==> src/source/dma_read_pkg.sv <==
package dma_read_pkg;

	// Bus widths
	localparam int ADDR_W     = 31;
	localparam int DATA_W     = 64;
	localparam int CSR_DATA_W = 32;
	localparam int CSR_ADDR_W = 5;
	localparam int ID_W       = 4;

	// Device IDs on the fabric and on the configuration port
	localparam logic [ID_W-1:0] FABRIC_DID    = 4'd3;
	localparam logic [ID_W-1:0] FABRIC_SUBDID = 4'd5;
	localparam logic [ID_W-1:0] CSR_DID       = 4'd2;

	// One burst is a 64-byte line
	localparam int BURST_BEATS = 8;
	localparam int BURST_BYTES = 64;

	localparam int FIFO_DEPTH = 128;
	localparam int FIFO_AW    = 7;

	localparam int CREDITS_INIT = 4;
	localparam int CREDIT_W     = 3;

	// Command codes
	localparam int CMD_W = 2;
	localparam logic [CMD_W-1:0] DMA_STOP         = 2'd0;
	localparam logic [CMD_W-1:0] DMA_TRIGGER_ONCE = 2'd1;
	localparam logic [CMD_W-1:0] DMA_AUTOTRIGGER  = 2'd2;

	// Register map
	localparam logic [CSR_ADDR_W-1:0] REG_NEXT_START      = 5'h00;
	localparam logic [CSR_ADDR_W-1:0] REG_NEXT_LEN        = 5'h04;
	localparam logic [CSR_ADDR_W-1:0] REG_COMMAND         = 5'h08;
	localparam logic [CSR_ADDR_W-1:0] REG_BYTES_FETCHED   = 5'h0C;
	localparam logic [CSR_ADDR_W-1:0] REG_BYTES_DELIVERED = 5'h10;
	localparam logic [CSR_ADDR_W-1:0] REG_CURR_START      = 5'h14;

	// Configuration write word as a plain value or as a command
	typedef union packed {
		logic [CSR_DATA_W-1:0] value;
		struct packed {
			logic [CSR_DATA_W-CMD_W-1:0] unused;
			logic [CMD_W-1:0]            mode;
		} cmd;
	} csr_word_u;

endpackage
==> src/source/dma_fetch_sequencer.sv <==
`timescale 1ns/1ps

module dma_fetch_sequencer import dma_read_pkg::*; (
	input  logic                         target_clk,
	input  logic                         target_rst_b,
	input  logic [ADDR_W-1:0]            next_start,
	input  logic [ADDR_W-1:0]            next_len,
	input  logic [CMD_W-1:0]             command,
	input  logic                         fabric_credit,
	input  logic                         burst_done,
	input  logic                         fifo_has_room,
	output logic                         trigger_taken,
	output logic                         fabric_req_valid,
	output logic [ADDR_W-1:0]            fabric_req_addr,
	output logic [$clog2(BURST_BEATS):0] fabric_req_len,
	output logic [ID_W-1:0]              fabric_req_did,
	output logic [ID_W-1:0]              fabric_req_subdid,
	output logic [ADDR_W-1:0]            bytes_fetched,
	output logic [ADDR_W-1:0]            curr_start
);

	logic                active;
	logic                pending;
	logic [ADDR_W-1:0]   burst_addr;
	logic [ADDR_W-1:0]   end_addr;
	logic [CREDIT_W-1:0] credits;
	logic                issue;
	logic [ADDR_W-1:0]   issue_addr;
	logic                last_burst;

	// Idle engine picks up any run command
	assign trigger_taken = !active &&
		((command == DMA_TRIGGER_ONCE) || (command == DMA_AUTOTRIGGER));

	// First burst goes out on the same edge the transfer loads
	assign issue = (active || trigger_taken) && !pending && (credits != '0) && fifo_has_room;
	assign issue_addr = trigger_taken ? next_start : burst_addr;

	assign last_burst = ((burst_addr + ADDR_W'(BURST_BYTES)) == end_addr);

	always_ff @(posedge target_clk or negedge target_rst_b) begin
		if (!target_rst_b) begin
			active        <= 1'b0;
			pending       <= 1'b0;
			burst_addr    <= '0;
			end_addr      <= '0;
			curr_start    <= '0;
			bytes_fetched <= '0;
		end else begin
			if (trigger_taken) begin
				active     <= 1'b1;
				burst_addr <= next_start;
				end_addr   <= next_start + next_len;
				curr_start <= next_start;
			end
			if (issue) begin
				pending <= 1'b1;
			end else if (pending && burst_done) begin
				pending <= 1'b0;
				if (last_burst) begin
					active        <= 1'b0;
					bytes_fetched <= '0;
				end else begin
					burst_addr    <= burst_addr + ADDR_W'(BURST_BYTES);
					bytes_fetched <= bytes_fetched + ADDR_W'(BURST_BYTES);
				end
			end
		end
	end

	// Credits return one at a time
	always_ff @(posedge target_clk or negedge target_rst_b) begin
		if (!target_rst_b) begin
			credits <= CREDIT_W'(CREDITS_INIT);
		end else begin
			case ({fabric_credit, issue})
				2'b10:   credits <= credits + 1'b1;
				2'b01:   credits <= credits - 1'b1;
				default: credits <= credits;
			endcase
		end
	end

	always_ff @(posedge target_clk or negedge target_rst_b) begin
		if (!target_rst_b)
			fabric_req_valid <= 1'b0;
		else
			fabric_req_valid <= issue;
	end

	// Request payload travels with the valid pulse
	always_ff @(posedge target_clk) begin
		if (issue) begin
			fabric_req_addr   <= issue_addr;
			fabric_req_len    <= ($clog2(BURST_BEATS) + 1)'(BURST_BEATS);
			fabric_req_did    <= FABRIC_DID;
			fabric_req_subdid <= FABRIC_SUBDID;
		end
	end

endmodule

==> config.mk <==
export PLATFORM = sky130hd
export DESIGN_NAME = dma_fetch_sequencer
export DESIGN_NICKNAME = d
export VERILOG_FILES = /design/src/source/dma_read_pkg.sv /design/src/source/dma_fetch_sequencer.sv
export SDC_FILE = /design/constraint.sdc
export NUM_CORES = 1
export LEC_CHECK = 0
export ABC_AREA = 1
export BUFFER_PORTS_ARGS = -buffer_cell sky130_fd_sc_hd__buf_2
export CORE_ASPECT_RATIO = 1.5
export CORE_MARGIN = 2
export CORE_UTILIZATION = 57
export CTS_BUF_LIST = sky130_fd_sc_hd__clkbuf_4 sky130_fd_sc_hd__clkbuf_8
export DETAILED_ROUTE_END_ITERATION = 12
export PLACE_DENSITY = 0.85
export SYNTH_ARGS = -nofsm -noshare
export SYNTH_HDL_FRONTEND = slang
export SYNTH_SLANG_ARGS = --single-unit
export TNS_END_PERCENT = 1
==> constraint.sdc <==
create_clock -name target_clk -period 6.9 [get_ports target_clk]
set_input_delay 1.725 -clock target_clk [delete_from_list [all_inputs] [get_ports target_clk]]
set_output_delay 1.725 -clock target_clk [all_outputs]
set_load 0.02 [all_outputs]
==> results.md <==
* Status: finished clean
* CTS root buf: clkbuf_8
* CP Class: in -> out
* DP Wirelength at between 20 and 25 mm
* Worst Skew at approximately 0.019 ns
* Max_cap viols at 0
* Post-route ant nets at 0
* Hold depth at 2
* Most frequent cells in the layout: 471 x nand2_1, 156 x buf_2, 136 x inv_1
* Antenna violations before repair at 0
* Hold buffer count at cts at 0
* CTS sink cnt at 155
* Synth area leaders: dfrtp_1 31%, nand2_1 18%, edfxtp_1 9.4%
* Pins Over Slew Limit at 0
* Worst Setup Start Kind: input pin
* CP endpoint kind: output pin
* Die Wd at around 110 um
* Die footprint at 0.0185 sq mm
* Cells after Synth at about 1,300
* Sequential area share after synthesis at 40.6%
* Area Growth Syn to Fin at 13.2%
* Synth area leader: dfrtp_1
* H-Tree Depth at 4
* Pwr/cell area at between 300 and 400 mW/mm^2
* Normalized max-slew margin at 33.9%
* Top Ports at 176
* Flops & latches, synth at ~160
* WL per Instance at 16.9 um
* Main flop type after synthesis: dfrtp_1
* Worst r2r src: burst_addr[6]
* Clk_lat worst skew at about 0.45 ns
* Critical path origin: command[1]
* Overall Power at 3.40 mW
* Tcrit/Tclk final at about 65%
* Number of distinct library cells after synthesis at 43
* Iter 0 DRT Violations at around 770
* Setup tns final at 0 ns
* Total global routing overflow at 0
* Die Span Y at 166 um
* CTS tree: done
* Number of flops mapped to enable cells by yosys at 31
* 1st-pass router iterations at 5
* First-pass GRT wire length at 46.0 mm
* Most common cell after layout, fill and taps aside: nand2_1
* Nets at 1,587
* Post_cts resized at 0
* Gr usage total at roughly a third
* DR vias/cell at 5.45
* VDD IR max at between 0.0002 and 0.0003 V
* Hold Path Class: reg -> reg
* Initial core utilization at 57.8%
* Ant diodes at 0
* Unrepaired setup endpoints after global routing: no
* GP Congestion at between 0.9 and 1
* Max Clock Freq at about 220 MHz
* Largest net degree at the start of global routing at 66
* R2R depth at 15
* CP Data Arrival Time at 2.78 ns
* Core Rows at between 50 and 60
* Vias in the first global route at approximately 9,200
* Core Area at 0.0172 sq mm
* Yosys warning total at 0
* PortBufs at roughly 160
* P_leak at roughly 5.9 nW
* Synth top area share at 31.0%
* Vias post-DR at approximately 9,300
* Actual slew at the worst max-slew pin at about 0.99 ns
* Longest Clk Path Bufs at 2
* Syn Std Cell Area at a little under 0.01 sq mm
* Average size of a mapped cell at approximately 7.5 sq um
* Number of remaining DRC errors at 0
* Crit path required time at just over 5 ns
* Layout cells sized above 1 at between 10% and 20%
* Post-synth ARST share at 80.0%
* Hold_sp: curr_start[20]
* CP max FO at 38
* DRT Wirelength at 28.9 mm
* Final Setup Violations at 0
* Worst-path clk slew at about 0.09 ns
* Fin crit period at roughly 4.5 ns
* Fin. Hold Viols at 0
* Total CTS buffers at 17
* Post-CTS Setup Bufs at 0
[sequential cells by signal, indices dropped and copies added, names as in the netlist]
| signal | count |
|---|---|
| end_addr | 31 |
| fabric_req_valid | 1 |
| active | 1 |
| curr_start | 31 |
| fabric_req_addr | 31 |
| credits | 3 |
| burst_addr | 31 |
| bytes_fetched | 25 |
| pending | 1 |
[cell type report]
class                           instances  area, sq um
Clock inverter                         15          200
Timing Repair Buffer                  164          841
Fill cell                            1522         5950
Sequential cell                       155         4040
Clock buffer                           17          234
Multi-Input combinational cell        997         5120
Tap cell                              213          267
Inverter                              148          556
[cell usage after synthesis (all sizes together) (3+ instances only)]
cell,count
o22ai,3
a21o,4
or2,4
nand3,130
clkinv,5
edfxtp,31
nand2,477
nor4,6
xor2,29
a31oi,9
ha,33
inv,143
nor3,12
o21bai,5
nand3b,3
a21oi,36
clkbuf,21
nor2,97
o21ai,81
nand4,18
xnor2,23
buf,29
dfrtp,123
[final timing paths]
kind	endpoint	slack [ns]
worst min register to register	curr_start[20]	0.48
worst max register to register	burst_addr[5]	3.69
max in group asynchronous	bytes_fetched[27]	4.26
min in group asynchronous	burst_addr[20]	1.34
worst max-delay path	trigger_taken	2.39
worst min-delay path	curr_start[20]	0.48
[per-layer routing]
metal / GRT usage, % / routed length [um] / share of wire (%) / up-vias
li1: - / - / - / 4558
met1: 36.9 / 11300 / 39 / 4299
met2: 54.0 / 14400 / 50 / 358
met3: 4.64 / 1400 / 4.9 / 105
met4: 18.6 / 1780 / 6.1 / 0
met5: 0 / 0 / 0 / -
[worst max-delay path, stage by stage]
cell and delay (ns):
buf_2 0.10, xnor2_1 0.18, nor2_4 0.10, buf_4 0.41, buf_2 0.25
[stage by stage]
stage               hold slack [ns]  instances  worst slack, ns  utilization, %  instance area, sq um
CTS                           0.478       1709             2.39            65.4                 11300
finish                        0.476       1709             2.39            65.4                 11300
global placement              0.450       1677             2.41            62.9                 10800
detailed placement            0.453       1677             2.39            62.9                 10800
global route                  0.499       1709             2.35            65.4                 11300
floorplan                     0.462       1350            0.397               -                 10000
[cell families (layout without fill, tap and decap cells)]
family / after synthesis / after routing / synth area share [%]
buffers and inverters: 198 / 344 / 8.64
flip-flops: 155 / 155 / 40.6
AO/OA/AOI/OAI: 143 / 143 / 7.84
adder cells (fa/ha/maj): 35 / 35 / 4.56
other: 2 / 18 / 0.0755
AND/OR/NAND/NOR: 747 / 747 / 33.3
XOR/XNOR: 54 / 54 / 5.05
[where the power goes]
group	switching [mW]	leakage [nW]	internal (mW)
logic	0.862	3.79	0.411
clock network	0.384	0.224	0.373
registers	0.182	1.90	1.19
total	1.43	5.92	1.97
Note: power is estimated with default switching activity, not from simulation.
