`config.mk`:
```
export PLATFORM = sky130hd
export DESIGN_NAME = dma_csr_regs
export DESIGN_NICKNAME = d
export VERILOG_FILES = /design/src/source/dma_read_pkg.sv /design/src/source/dma_csr_regs.sv
export SDC_FILE = /design/constraint.sdc
export NUM_CORES = 1
export LEC_CHECK = 0
export ABC_AREA = 1
export BUFFER_PORTS_ARGS = -buffer_cell sky130_fd_sc_hd__buf_2
export CORE_MARGIN = 3
export CORE_UTILIZATION = 49
export CTS_CLUSTER_DIAMETER = 150
export CTS_CLUSTER_SIZE = 16
export DETAILED_ROUTE_END_ITERATION = 6
export PLACE_DENSITY = 0.86
export RECOVER_POWER = 50
export SLEW_MARGIN = 40
export SYNTH_ARGS = -nofsm -noshare
export SYNTH_HDL_FRONTEND = slang
export SYNTH_SLANG_ARGS = --single-unit
```
`constraint.sdc`:
```
create_clock -name target_clk -period 1.1 [get_ports target_clk]
set_input_delay 0 -clock target_clk [delete_from_list [all_inputs] [get_ports target_clk]]
set_output_delay 0 -clock target_clk [all_outputs]
set_load 0.01 [all_outputs]
```
`src/source/dma_read_pkg.sv`:
```
package dma_read_pkg;

	// Bus widths
	localparam int ADDR_W     = 31;
	localparam int DATA_W     = 64;
	localparam int CSR_DATA_W = 32;
	localparam int CSR_ADDR_W = 5;
	localparam int ID_W       = 4;

	// Device IDs on the fabric and on the configuration port
	localparam logic [ID_W-1:0] FABRIC_DID    = 4'd3;
	localparam logic [ID_W-1:0] FABRIC_SUBDID = 4'd5;
	localparam logic [ID_W-1:0] CSR_DID       = 4'd2;

	// One burst is a 64-byte line
	localparam int BURST_BEATS = 8;
	localparam int BURST_BYTES = 64;

	localparam int FIFO_DEPTH = 128;
	localparam int FIFO_AW    = 7;

	localparam int CREDITS_INIT = 4;
	localparam int CREDIT_W     = 3;

	// Command codes
	localparam int CMD_W = 2;
	localparam logic [CMD_W-1:0] DMA_STOP         = 2'd0;
	localparam logic [CMD_W-1:0] DMA_TRIGGER_ONCE = 2'd1;
	localparam logic [CMD_W-1:0] DMA_AUTOTRIGGER  = 2'd2;

	// Register map
	localparam logic [CSR_ADDR_W-1:0] REG_NEXT_START      = 5'h00;
	localparam logic [CSR_ADDR_W-1:0] REG_NEXT_LEN        = 5'h04;
	localparam logic [CSR_ADDR_W-1:0] REG_COMMAND         = 5'h08;
	localparam logic [CSR_ADDR_W-1:0] REG_BYTES_FETCHED   = 5'h0C;
	localparam logic [CSR_ADDR_W-1:0] REG_BYTES_DELIVERED = 5'h10;
	localparam logic [CSR_ADDR_W-1:0] REG_CURR_START      = 5'h14;

	// Configuration write word as a plain value or as a command
	typedef union packed {
		logic [CSR_DATA_W-1:0] value;
		struct packed {
			logic [CSR_DATA_W-CMD_W-1:0] unused;
			logic [CMD_W-1:0]            mode;
		} cmd;
	} csr_word_u;

endpackage
```
`src/source/dma_csr_regs.sv`:
```
`timescale 1ns/1ps

module dma_csr_regs import dma_read_pkg::*; (
	input  logic                  target_clk,
	input  logic                  target_rst_b,
	input  logic                  csr_valid,
	input  logic                  csr_r_nw,
	input  logic [ID_W-1:0]       csr_did,
	input  logic [CSR_ADDR_W-1:0] csr_addr,
	input  csr_word_u             csr_wdata,
	input  logic                  trigger_taken,
	input  logic [ADDR_W-1:0]     bytes_fetched,
	input  logic [ADDR_W-1:0]     curr_start,
	input  logic [ADDR_W-1:0]     bytes_delivered,
	output logic                  csr_ack,
	output logic [CSR_DATA_W-1:0] csr_rdata,
	output logic [ADDR_W-1:0]     next_start,
	output logic [ADDR_W-1:0]     next_len,
	output logic [CMD_W-1:0]      command
);

	logic dev_sel;
	logic wr_start;
	logic wr_len;
	logic wr_cmd;
	logic rd_hit;
	logic [ADDR_W-1:0] rd_value;

	assign dev_sel = csr_valid && (csr_did == CSR_DID);

	// Write decode
	assign wr_start = dev_sel && !csr_r_nw && (csr_addr == REG_NEXT_START);
	assign wr_len   = dev_sel && !csr_r_nw && (csr_addr == REG_NEXT_LEN);
	assign wr_cmd   = dev_sel && !csr_r_nw && (csr_addr == REG_COMMAND);

	// Read decode and status select
	always_comb begin
		rd_hit   = 1'b0;
		rd_value = '0;
		if (dev_sel && csr_r_nw) begin
			case (csr_addr)
				REG_BYTES_FETCHED: begin
					rd_hit   = 1'b1;
					rd_value = bytes_fetched;
				end
				REG_BYTES_DELIVERED: begin
					rd_hit   = 1'b1;
					rd_value = bytes_delivered;
				end
				REG_CURR_START: begin
					rd_hit   = 1'b1;
					rd_value = curr_start;
				end
				default: begin
					rd_hit   = 1'b0;
					rd_value = '0;
				end
			endcase
		end
	end

	// Ack and readback one cycle after the access
	always_ff @(posedge target_clk or negedge target_rst_b) begin
		if (!target_rst_b) begin
			csr_ack   <= 1'b0;
			csr_rdata <= '0;
		end else begin
			csr_ack   <= wr_start || wr_len || wr_cmd || rd_hit;
			csr_rdata <= {{(CSR_DATA_W-ADDR_W){1'b0}}, rd_value};
		end
	end

	always_ff @(posedge target_clk or negedge target_rst_b) begin
		if (!target_rst_b) begin
			next_start <= '0;
			next_len   <= '0;
		end else begin
			if (wr_start)
				next_start <= csr_wdata.value[ADDR_W-1:0];
			if (wr_len)
				next_len <= csr_wdata.value[ADDR_W-1:0];
		end
	end

	// A fresh command write beats the one-shot clear
	always_ff @(posedge target_clk or negedge target_rst_b) begin
		if (!target_rst_b) begin
			command <= DMA_STOP;
		end else if (wr_cmd) begin
			command <= csr_wdata.cmd.mode;
		end else if (trigger_taken && (command == DMA_TRIGGER_ONCE)) begin
			command <= DMA_STOP;
		end
	end

endmodule

```
==> results of run 1 <==
power by group through the flow:
| stage | sequential [W] | combinational, W | clock, W |
|---|---|---|---|
| floorplan | 0.00367 | 0.000238 | 0 |
| global placement | 0.00365 | 0.000755 | 0 |
| detailed placement | 0.00365 | 0.000784 | 0 |
| CTS | 0.00358 | 0.00106 | 0.00241 |
| global route | 0.00359 | 0.00119 | 0.00256 |
| finish | 0.00358 | 0.00113 | 0.00240 |
Yosys cell counts (2+ instances only):
library cell | number | share of area
nand2_1 | 200 | 0.16
dfrtp_1 | 96 | 0.53
nand4_1 | 94 | 0.13
nand3_1 | 71 | 0.078
inv_1 | 40 | 0.033
buf_2 | 22 | 0.024
clkbuf_1 | 14 | 0.012
buf_1 | 7 | 0.0058
buf_4 | 5 | 0.0082
nor2_1 | 5 | 0.0041
nor2_2 | 5 | 0.0069
inv_2 | 2 | 0.0016
routing by layer:
layer / track usage / vias to the layer above / part of all wire
met5: 0 / - / 0
met4: 0.1877 / 0 / 0.059
met3: 0.1069 / 124 / 0.12
met2: 0.6231 / 553 / 0.48
met1: 0.4209 / 2683 / 0.34
li1: - / 2568 / -
cell type report:
| type | instances | area, µm² | area share |
|---|---|---|---|
| timing repair buffer | 374 | 2556 | 0.3521 |
| sequential | 96 | 2402 | 0.3309 |
| multi-input combinational | 379 | 1779 | 0.2451 |
| inverter | 43 | 161.4 | 0.02223 |
| tap | 108 | 135.1 | 0.01861 |
| clock buffer | 9 | 123.9 | 0.01706 |
| clock inverter | 7 | 86.33 | 0.01189 |
| antenna | 6 | 15.01 | 0.002068 |
sequential cells by signal, indices dropped and copies added (netlist names):
register and flops:
csr_rdata 31, csr_ack 1, next_start 31, next_len 31, command 2
stage by stage:
stage	util	total power (W)	area, µm²	setup slack (ns)	hold WS [ns]
2_1_floorplan	-	0.003904	4562	0.1762	-0.2956
3_3_place_gp	0.6815	0.004403	6060	-0.08909	0.08523
3_5_place_dp	0.6815	0.004434	6060	-0.1241	0.08900
4_1_cts	0.8189	0.007056	7281	0.1402	0.0002738
5_1_grt	0.8162	0.007337	7257	0.03128	0.009513
6_report	0.8165	0.007114	7259	0.1432	0.01255
cells in the final DEF, fill, tap and decap left out, types with 2 or more instances in the layout:
cell / n
nor2_4: 2
inv_2: 2
buf_2: 227
nand4_1: 94
clkbuf_8: 9
buf_12: 7
clkbuf_1: 6
clkinv_8: 3
dfrtp_1: 96
nor2_2: 5
diode_2: 6
clkinv_4: 2
buf_4: 29
nand2_1: 200
nor2_1: 4
inv_1: 40
nand3_1: 71
clkbuf_2: 2
dlygate4sd3_1: 101
kinds of logic (layout without fill, tap and decap cells):
group	count (synthesis)	in the layout	synth area share
AND/OR/NAND/NOR	376	376	0.3848
flip-flops	96	96	0.5266
buffers and inverters	91	433	0.08503
AO/OA/AOI/OAI	2	2	0.002742
other	1	7	0.0008220
what timing repair did:
item / 4_1_cts / 5_1_grt
hold buffers: 101 / 0
hold endpoints to repair: 188 / 0
gates resized for setup: 0 / 0
how the worst max path moves through the flow:
stage                        startpoint                   endpoint  slack [ns]  cells after the start
2_1_floorplan               csr_addr[1]  next_start[0]$_DFFE_PN0P_        0.18                      7
3_3_place_gp                 csr_did[3]   next_len[19]$_DFFE_PN0P_       -0.09                      8
3_5_place_dp                 csr_did[3]   next_len[16]$_DFFE_PN0P_       -0.12                      8
4_1_cts          command[1]$_DFFE_PN0P_                 command[1]        0.14                      1
5_1_grt                    target_rst_b     csr_rdata[5]$_DFF_PN0_        0.03                      3
6_report       next_len[27]$_DFFE_PN0P_               next_len[27]        0.14                      1
==> key figures, run 1 <==
Status
  – Status: finished clean

Synthesis
  – Sequential fraction of the synthesis area: 0.5266
  – Syn Area/Cell: just over 8 µm²
  – Ys flop type: dfrtp_1
  – Synth unique cells: 17
  – EDFF count, synth: 0
  – Post-synthesis register bit count: 96
  – Syn_nets: approximately 700
  – Mapped Cells: around 570
  – Mapped Area: roughly 4600 µm²
  – Asr flop ratio synth: 1.000
  – Yosys Warn Count: 0

Power and ir drop
  – Power share of the clock group: 0.338
  – Leakage power: approximately 4.3 nW
  – Switch share: 0.2918
  – Share of total power in sequential cells: 0.503
  – Switch Pwr: slightly above 0.002 W
  – Int Power: 0.005038 W
  – Power Density: 980.0 nW/µm²
  – Combinational power share: 0.159
  – Peak supply drop: 807.5 µV

Critical path
  – Worst setup path category: reg2out
  – CP Max Fanout: 2
  – Worst path slowest cell: dfrtp_1
  – CP required: approximately 1.1 ns
  – R2R Setup Slk: 0.26 ns
  – Worst path top cell family by delay: flip-flops
  – Crit path DAT: around 0.96 ns
  – Type of origin of the critical path: register
  – Worst R2R Start: command[1]$_DFFE_PN0P_
  – R2R Path End: command[0]$_DFFE_PN0P_
  – Register-to-Register Path Depth: 4
  – Critical Path End Type: primary output
  – Worst path max stage delay: ~0.43 ns
  – WP buf/inv: 1
  – CP Cell Sequence: buf_2

Timing
  – F_max: 1.045 GHz
  – Slew Limit Fails: 0
  – Final setup vio count: 0
  – Unrepaired setup endpoints after global routing: false
  – Min cycle time layout: between 0.9 and 1 ns
  – Worst slew pin tran: approximately 0.85 ns
  – Clock skew: between 0.0001 and 0.00015 ns
  – Setup TNS: 0 ns
  – Final Cycle Share: 0.8698
  – Final Hold Fails: 0
  – Relative slew slack: 0.4341

Floorplanning
  – Std cell rows: 34
  – Initial core utilization: 0.5131
  – Top Ports: about 240
  – Die Y-Extent: 102.5 µm
  – Total Die Area: 10500 µm²
  – Core area: between 8000 and 9000 µm²
  – Die Span X: between 100 and 150 µm

Global routing
  – Initial antenna violation count: 5
  – Overflow after GRT: 0
  – Vias in the first global route: 5951
  – Total global-route track usage: 0.3669
  – First-pass GRT wire length: 29810 µm
  – Largest net degree at the start of global routing: a little under 100

Clock tree
  – CTS H-Tree Depth: 3
  – Clock root buffer: clkbuf_8
  – CTS clk-pin slew, worst paths: roughly 0.12 ns
  – Clock Sinks: between 90 and 100
  – Clk buf depth: 2
  – CTS Buf Count: 9
  – CTS tree: yes
  – Setup bufs post-CTS: 0
  – Worst skew pair latency: 0.36 ns

Routing
  – Total Wirelength: 19650 µm
  – DR WL/cell: between 15 and 20 µm
  – DR DRC count: 0
  – Routed vias/inst: 5.800
  – DR iter-0 viols: about 630
  – Detail Route Antenna Nets: 0
  – Vias: slightly below 6000
  – DR pass1 iterations: 5

Place
  – Placed Cells: 899
  – Routability cong.: 0.8866
  – Detailed Place HPWL: 11040 µm
  – Buffers on Ports: around 230

Layout
  – Finished Layout Cells: 1022
  – Fill count: 511
  – Layout Nets: between 1000 and 1500
  – Layout cells sized above 1: 0.3216
  – Area Growth Syn to Fin: 59.13%

Min path
  – Hold Path Class: in2reg
  – Worst hold path startpoint: bytes_delivered[10]
  – Hold Path Stages: 5
  – Hold Crit Endpoint: csr_rdata[10]$_DFF_PN0_

Run
  – Max cap viols: 0
No activity file was read; power rests on OpenSTA's default activity.
==> run 2, diff against run 1 <==
Settings changed: ABC_AREA 1 to default.
==> run 2 against run 1 <==
Compared with the run above: power shrank 4.9%; die area down 0.52%; cell count shrank 23%; combinational power down 15%; synthesized cell count is 34% lower; first-iteration DRC count fell by 66%; synthesized area shrank 0.55%; count of clock-buffer cells in the layout unchanged; worst hold slack improved by 0.067 ns; core utilization down 5.3 points.
==> key figures, run 2 <==
Clock tree
  – Clock Sinks: 96 (unchanged)
  – Worst skew pair latency: 0.34 ns (-0.02 ns)
  – Quantity of gates resized following cts: 0 (unchanged)
  – Clock root buffer: clkbuf_8
  – CTS clk-pin slew, worst paths: 0.08 ns (-0.04 ns)
  – Setup bufs post-CTS: 0 (unchanged)
  – CTS Buf Count: 9 (unchanged)
  – CTS H-Tree Depth: 3 (unchanged)
  – Clk buf depth: 2 (unchanged)
  – CTS tree: yes

Floorplanning
  – Core area: 8848 µm² (-0.48%)
  – Total Die Area: 10450 µm² (-0.52%)
  – Initial core utilization: 0.5127 (about the same)
  – Die Y-Extent: 102.2 µm (-0.26%)
  – Die Span X: 102.2 µm (-0.26%)
  – Top Ports: 236 (unchanged)
  – Std cell rows: 34 (unchanged)

Min path
  – Hold Path Class: in2reg

Layout
  – Largest registers: csr_rdata x31, next_len x31, next_start x31
  – Fill count: 558 (+9.2%)
  – Commonest non-fill, non-tap cells in the layout: buf_2, dfrtp_1, and3b_1, dlygate4sd3_1, mux2_1
  – Area Growth Syn to Fin: 48.90%
  – Storage element area: 2402 µm² (unchanged)
  – Most common cell after layout, fill and taps aside: buf_2
  – Multi-input gate area: 1952 µm² (+9.7%)
  – Finished Layout Cells: 785 (-23%)
  – Layout Nets: 813 (-22%)
  – Diodes inserted: 0 (-6)
  – Layout cells sized above 1: 0.3900 (+0.06837)

Routing
  – Vias: 4309 (-27%)
  – DR WL/cell: 19.16 µm (-0.31%)
  – Top sig layer: met4
  – DR WL met3: 1274 µm (-46%)
  – Wire length on met1: 5524 µm (-18%)
  – Met2 WL post-DR: 7907 µm (-16%)
  – DR DRC count: 0 (unchanged)
  – Detail Route Antenna Nets: 0 (unchanged)
  – Routed vias/inst: 5.489 (-5.4%)
  – Total Wirelength: 15040 µm (-23%)
  – DR pass1 iterations: 5 (unchanged)
  – DR iter-0 viols: 214 (-66%)

Synthesis
  – Yosys top cell area share: 0.5295 (+0.002905)
  – Post-synthesis register bit count: 96 (unchanged)
  – Mapped Area: 4537 µm² (-0.55%)
  – Most frequent cell after synthesis: dfrtp_1
  – Syn_nets: 512 (-27%)
  – Ranking of synthesized cells by area: dfrtp_1, and3b_1, mux2_1, a211oi_1, mux2_2
  – Mapped Cells: 373 (-34%)
  – Yosys Warn Count: 0 (unchanged)
  – Ys flop type: dfrtp_1
  – Synth unique cells: 24 (+7)
  – Sequential fraction of the synthesis area: 0.5295 (+0.002905)
  – Top cells by count, synth: dfrtp_1, and3b_1, mux2_1, a211oi_1, nand3_1
  – Asr flop ratio synth: 1.000 (unchanged)
  – Syn Area/Cell: 12.16 µm² (+51%)
  – EDFF count, synth: 0 (unchanged)
  – Synth area leader: dfrtp_1

Place
  – Buffers on Ports: 233 (unchanged)
  – Placed Cells: 708 (-21%)
  – Routability cong.: 0.8688 (-2.0%)
  – Detailed Place HPWL: 10060 µm (-8.8%)

Power and ir drop
  – Leakage power: 3.722 nW (-14%)
  – Peak supply drop: 568.3 µV (-30%)
  – Power Density: 1001 nW/µm² (+2.2%)

Critical path
  – CP required: 1.31 ns (+0.21 ns)
  – Crit path DAT: 1.26 ns (+0.30 ns)
  – Worst setup path category: in2reg
  – CP Max Fanout: 21 (+19)
  – Type of origin of the critical path: input pin
  – Critical Path End Type: register

Timing
  – Slew Limit Fails: 0 (unchanged)
  – Worst slew pin tran: 0.6461 ns (-0.2027 ns)
  – Min cycle time layout: 1.052 ns (+0.09511 ns)
  – F_max: 0.9506 GHz (-9.0%)
  – Final setup vio count: 0 (unchanged)
  – Unrepaired setup endpoints after global routing: false
  – Setup TNS: 0 ns (unchanged)
  – Final Hold Fails: 0 (unchanged)
  – Clock skew: 0.00002207 ns (-0.00009875 ns)
  – Final Cycle Share: 0.9563 (+0.08646)
  – Relative slew slack: 0.5693 (+0.1351)

Global routing
  – Overflow after GRT: 0 (unchanged)
  – Total global-route track usage: 0.2820 (-0.08490)
  – Initial antenna violation count: 0 (-5)
  – Largest net degree at the start of global routing: 44 (-55%)
  – First-pass GRT wire length: 22500 µm (-25%)
  – Vias in the first global route: 4419 (-26%)

Status
  – Status: finished clean

Run
  – Max cap viols: 0 (unchanged)
[run 2: cell types whose count changed after synthesis, moves of 38 or more]
| cell | delta |
|---|---|
| nand2_1 | -197 |
| nand4_1 | -93 |
| and3b_1 | +63 |
| mux2_1 | +44 |
| nand3_1 | -40 |
| inv_1 | -38 |
[run 2: report_power, final]
part / internal, W / switching, W
Combinational: 0.000533 / 0.000430
Clock: 0.00103 / 0.00119
Sequential: 0.00356 / 0.0000215
Total: 0.00512 / 0.00164
[run 2: layout make-up]
cell class	instances	share of cell area
clock buffers	9	0.01834
clock inverters	5	0.008705
inverters	2	0.001111
multi-input cells	239	0.2889
flip-flops and latches	96	0.3556
well taps	108	0.02000
repair buffers	326	0.3073
[run 2: worst max-delay path, cell delays in order]
cell and delay, ns:
buf_2 0.12, nor3_4 0.29, nand4_1 0.18, buf_4 0.27, mux2_1 0.39
[run 2: per-layer routing]
metal | vias to the layer above | global-route usage
li1 | 1969 | -
met5 | - | 0
met1 | 2069 | 0.3238
met3 | 32 | 0.07440
met4 | 0 | 0.08678
met2 | 239 | 0.5132
[run 2: worst paths after layout]
path,start,end,slack (ns),cells past startpoint
worst min-delay path,trigger_taken,command[0]$_DFFE_PN0P_,0.08,4
min in group asynchronous,target_rst_b,next_start[20]$_DFFE_PN0P_,0.21,2
worst max-delay path,csr_addr[1],next_start[24]$_DFFE_PN0P_,0.05,5
max in group asynchronous,target_rst_b,csr_rdata[2]$_DFF_PN0_,0.18,3
worst max register to register,next_start[24]$_DFFE_PN0P_,next_start[24]$_DFFE_PN0P_,0.21,1
worst min register to register,next_start[15]$_DFFE_PN0P_,next_start[15]$_DFFE_PN0P_,0.50,1
[run 2: through the flow]
step	cell area, µm²	total power (W)	hold slack (ns)	setup WS [ns]	utilization
2_1_floorplan	4537	0.003909	-0.2956	0.03658	-
3_3_place_gp	6045	0.004393	-0.07217	-0.1709	0.6831
3_5_place_dp	6045	0.004427	-0.07120	-0.2778	0.6831
4_1_cts	6858	0.006769	0.03749	0.09697	0.7750
5_1_grt	6755	0.007051	0.06094	0.02993	0.7634
6_report	6755	0.006764	0.07916	0.04808	0.7634
[run 2: repair_timing]
| item | CTS | global route |
|---|---|---|
| hold buffers | 63 | 0 |
| hold endpoints to repair | 191 | 0 |
| endpoints found under the setup margin | 0 | 0 |
[run 2: logic make-up after synthesis]
group | count (synthesis) | share of synthesized area
AOI/OAI and AO/OA | 65 | 0.08880
other | 1 | 0.0008266
DFF | 96 | 0.5295
and+or+nand+nor | 109 | 0.1817
muxes | 64 | 0.1586
buffers and inverters | 38 | 0.04054
==> run 3, diff against run 2 <==
Settings changed: ABC_AREA from default to 1, REMOVE_ABC_BUFFERS from default to 1.
==> run 3 against run 2 <==
Compared with the run above: clock skew about the same; via count up 36%; non-clock buffer count up 26; critical path depth up 4; sequential cell count unchanged; cell area up 3.8%; register-to-register slack better by 0.12 ns; cell count up 27%; critical endpoint is now csr_rdata[24]$_DFF_PN0_; count of clock-buffer cells in the layout up 1; core utilization up 2.5 points; power up 0.45%.
==> key figures, run 3 (synthesized netlist as in run 1, its figures left out) <==
Timing
  – Final Hold Fails: 0 (unchanged)
  – F_max: 1.002 GHz (+5.4%)
  – Relative slew slack: 0.5654 (-0.003861)
  – Final Cycle Share: 0.9077 (-0.04862)
  – Min cycle time layout: 0.9984 ns (-0.05349 ns)
  – Slew Limit Fails: 0 (unchanged)
  – Worst slew pin tran: 0.6519 ns (+0.005793 ns)
  – Final setup vio count: 0 (unchanged)
  – Setup TNS: 0 ns (unchanged)
  – Clock skew: 0.0005153 ns (+0.0004932 ns)
  – Unrepaired setup endpoints after global routing: false

Global routing
  – First-pass GRT wire length: 28550 µm (+27%)
  – Overflow after GRT: 0 (unchanged)
  – Initial antenna violation count: 1 (+1)
  – Total global-route track usage: 0.3514 (+0.06938)
  – Largest net degree at the start of global routing: 46 (+4.5%)
  – Vias in the first global route: 5795 (+31%)

Critical path
  – Crit path DAT: 1.28 ns (+0.02 ns)
  – Critical Path End Type: register
  – Register-to-Register Path Depth: 4 (+3)
  – Worst R2R Start: command[1]$_DFFE_PN0P_
  – R2R Setup Slk: 0.33 ns (+0.12 ns)
  – Worst setup path category: in2reg
  – R2R Path End: command[0]$_DFFE_PN0P_
  – CP Max Fanout: 31 (+48%)
  – CP startpoint: csr_addr[1]
  – Setup crit end: csr_rdata[24]$_DFF_PN0_
  – Type of origin of the critical path: input pin
  – CP required: 1.39 ns (+0.08 ns)

Floorplanning
  – Initial core utilization: 0.5131 (about the same)
  – Die Y-Extent: 102.5 µm (+0.26%)
  – Std cell rows: 34 (unchanged)
  – Die Span X: 102.5 µm (+0.26%)
  – Top Ports: 236 (unchanged)
  – Core area: 8891 µm² (+0.48%)
  – Total Die Area: 10500 µm² (+0.52%)

Power and ir drop
  – Switch share: 0.2757 (+0.03328)
  – Leakage power: 4.136 nW (+11%)
  – Switch Pwr: 0.001873 W (+14%)
  – Peak supply drop: 597.4 µV (+5.1%)
  – Share of total power in sequential cells: 0.527 (-0.002)
  – Int Power: 0.004921 W (-4.0%)
  – Combinational power share: 0.154 (+0.012)
  – Power Density: 968.7 nW/µm² (-3.3%)
  – Power share of the clock group: 0.318 (-0.010)

Clock tree
  – Clock root buffer: clkbuf_8
  – CTS H-Tree Depth: 3 (unchanged)
  – CTS Buf Count: 9 (unchanged)
  – Clk buf depth: 2 (unchanged)
  – Worst skew pair latency: 0.35 ns (about the same)
  – Clock Sinks: 96 (unchanged)
  – Setup bufs post-CTS: 0 (unchanged)
  – CTS tree: yes
  – CTS clk-pin slew, worst paths: 0.10 ns (+0.02 ns)

Run
  – Max cap viols: 0 (unchanged)

Layout
  – Largest registers: csr_rdata x31, next_len x31, next_start x31
  – Finished Layout Cells: 995 (+27%)
  – Commonest non-fill, non-tap cells in the layout: buf_2, nand2_1, dfrtp_1
  – Area Growth Syn to Fin: 53.76%
  – Layout Nets: 1020 (+25%)
  – Most common cell after layout, fill and taps aside: buf_2
  – Layout cells sized above 1: 0.2957 (-0.09424)
  – Fill count: 538 (-3.6%)

Routing
  – DR pass1 iterations: 6 (+1)
  – DR DRC count: 0 (unchanged)
  – Detail Route Antenna Nets: 0 (unchanged)
  – Routed vias/inst: 5.892 (+7.3%)
  – Total Wirelength: 19280 µm (+28%)
  – Vias: 5863 (+36%)
  – DR iter-0 viols: 506 (+140%)
  – DR WL/cell: 19.37 µm (+1.1%)

Min path
  – Hold Path Class: in2reg

Place
  – Placed Cells: 888 (+25%)
  – Detailed Place HPWL: 10660 µm (+5.9%)
  – Buffers on Ports: 233 (unchanged)
  – Routability cong.: 0.8462 (-2.6%)

Status
  – Status: finished clean
[run 3: cell types whose count changed in the layout (fill, tap and decap cells not counted), sizes merged, moves of 31 or more]
cell and change:
a211oi -31, mux2 -63, o21ai -32, nand3 +40
and3b -63, nand2 +197, inv +41, nand4 +91
[run 3: routing by layer]
layer,share of wire,track usage,vias up
met4,0.053,0.1897,0
met3,0.13,0.1076,116
met5,0,0,-
li1,-,-,2511
met2,0.49,0.6053,551
met1,0.32,0.3879,2685
[run 3: cell type report]
type / count / area, µm² / area share
clock inverter: 6 / 52.55 / 0.007492
clock buffer: 10 / 127.6 / 0.01819
tap: 108 / 135.1 / 0.01927
multi-input combinational: 379 / 1782 / 0.2540
antenna: 1 / 2.502 / 0.0003568
timing repair buffer: 352 / 2351 / 0.3352
inverter: 43 / 161.4 / 0.02301
sequential: 96 / 2402 / 0.3425
[run 3: worst max-delay path, stage by stage]
cell	delay [ns]
clkbuf_1	0.10
nor2_4	0.28
nand3_1	0.12
nand2_1	0.12
inv_2	0.04
nor2_1	0.17
buf_12	0.22
nand2_1	0.12
inv_1	0.10
[run 3: power groups by stage]
stage	sequential (W)	clock [W]	combinational [W]
floorplan	0.00367	0	0.000176
global placement	0.00365	0	0.000734
detailed placement	0.00365	0	0.000755
CTS	0.00358	0.00222	0.000999
global route	0.00359	0.00233	0.00111
finish	0.00358	0.00216	0.00105
[run 3: how the worst min path moves through the flow]
stage	slack [ns]	to	cells past startpoint	from
3_5_place_dp	-0.16	next_start[14]$_DFFE_PN0P_	1	target_rst_b
2_1_floorplan	-0.30	command[0]$_DFFE_PN0P_	0	target_rst_b
3_3_place_gp	-0.16	next_len[14]$_DFFE_PN0P_	1	target_rst_b
6_report	0.01	csr_rdata[19]$_DFF_PN0_	5	bytes_delivered[19]
4_1_cts	0.002	csr_rdata[7]$_DFF_PN0_	5	bytes_delivered[7]
5_1_grt	0.03	csr_rdata[12]$_DFF_PN0_	5	curr_start[12]
[run 3: per-stage QoR]
| step | setup slack (ns) | cell area [µm²] | util | total power [W] | hold WS [ns] |
|---|---|---|---|---|---|
| 2_1_floorplan | -2.596 | 4335 | - | 0.003841 | -0.2956 |
| 3_3_place_gp | -0.1205 | 5964 | 0.6708 | 0.004382 | -0.1629 |
| 3_5_place_dp | -0.1666 | 5964 | 0.6708 | 0.004405 | -0.1583 |
| 4_1_cts | 0.03754 | 7025 | 0.7902 | 0.006796 | 0.002045 |
| 5_1_grt | 0.05796 | 7014 | 0.7889 | 0.007022 | 0.02623 |
| 6_report | 0.1016 | 7014 | 0.7889 | 0.006794 | 0.01191 |
[run 3: repair_timing]
action | in CTS | in global routing
resized for setup | 0 | 2
hold endpoints to repair | 184 | 0
setup endpoints to repair | 0 | 37
hold buffers | 88 | 0
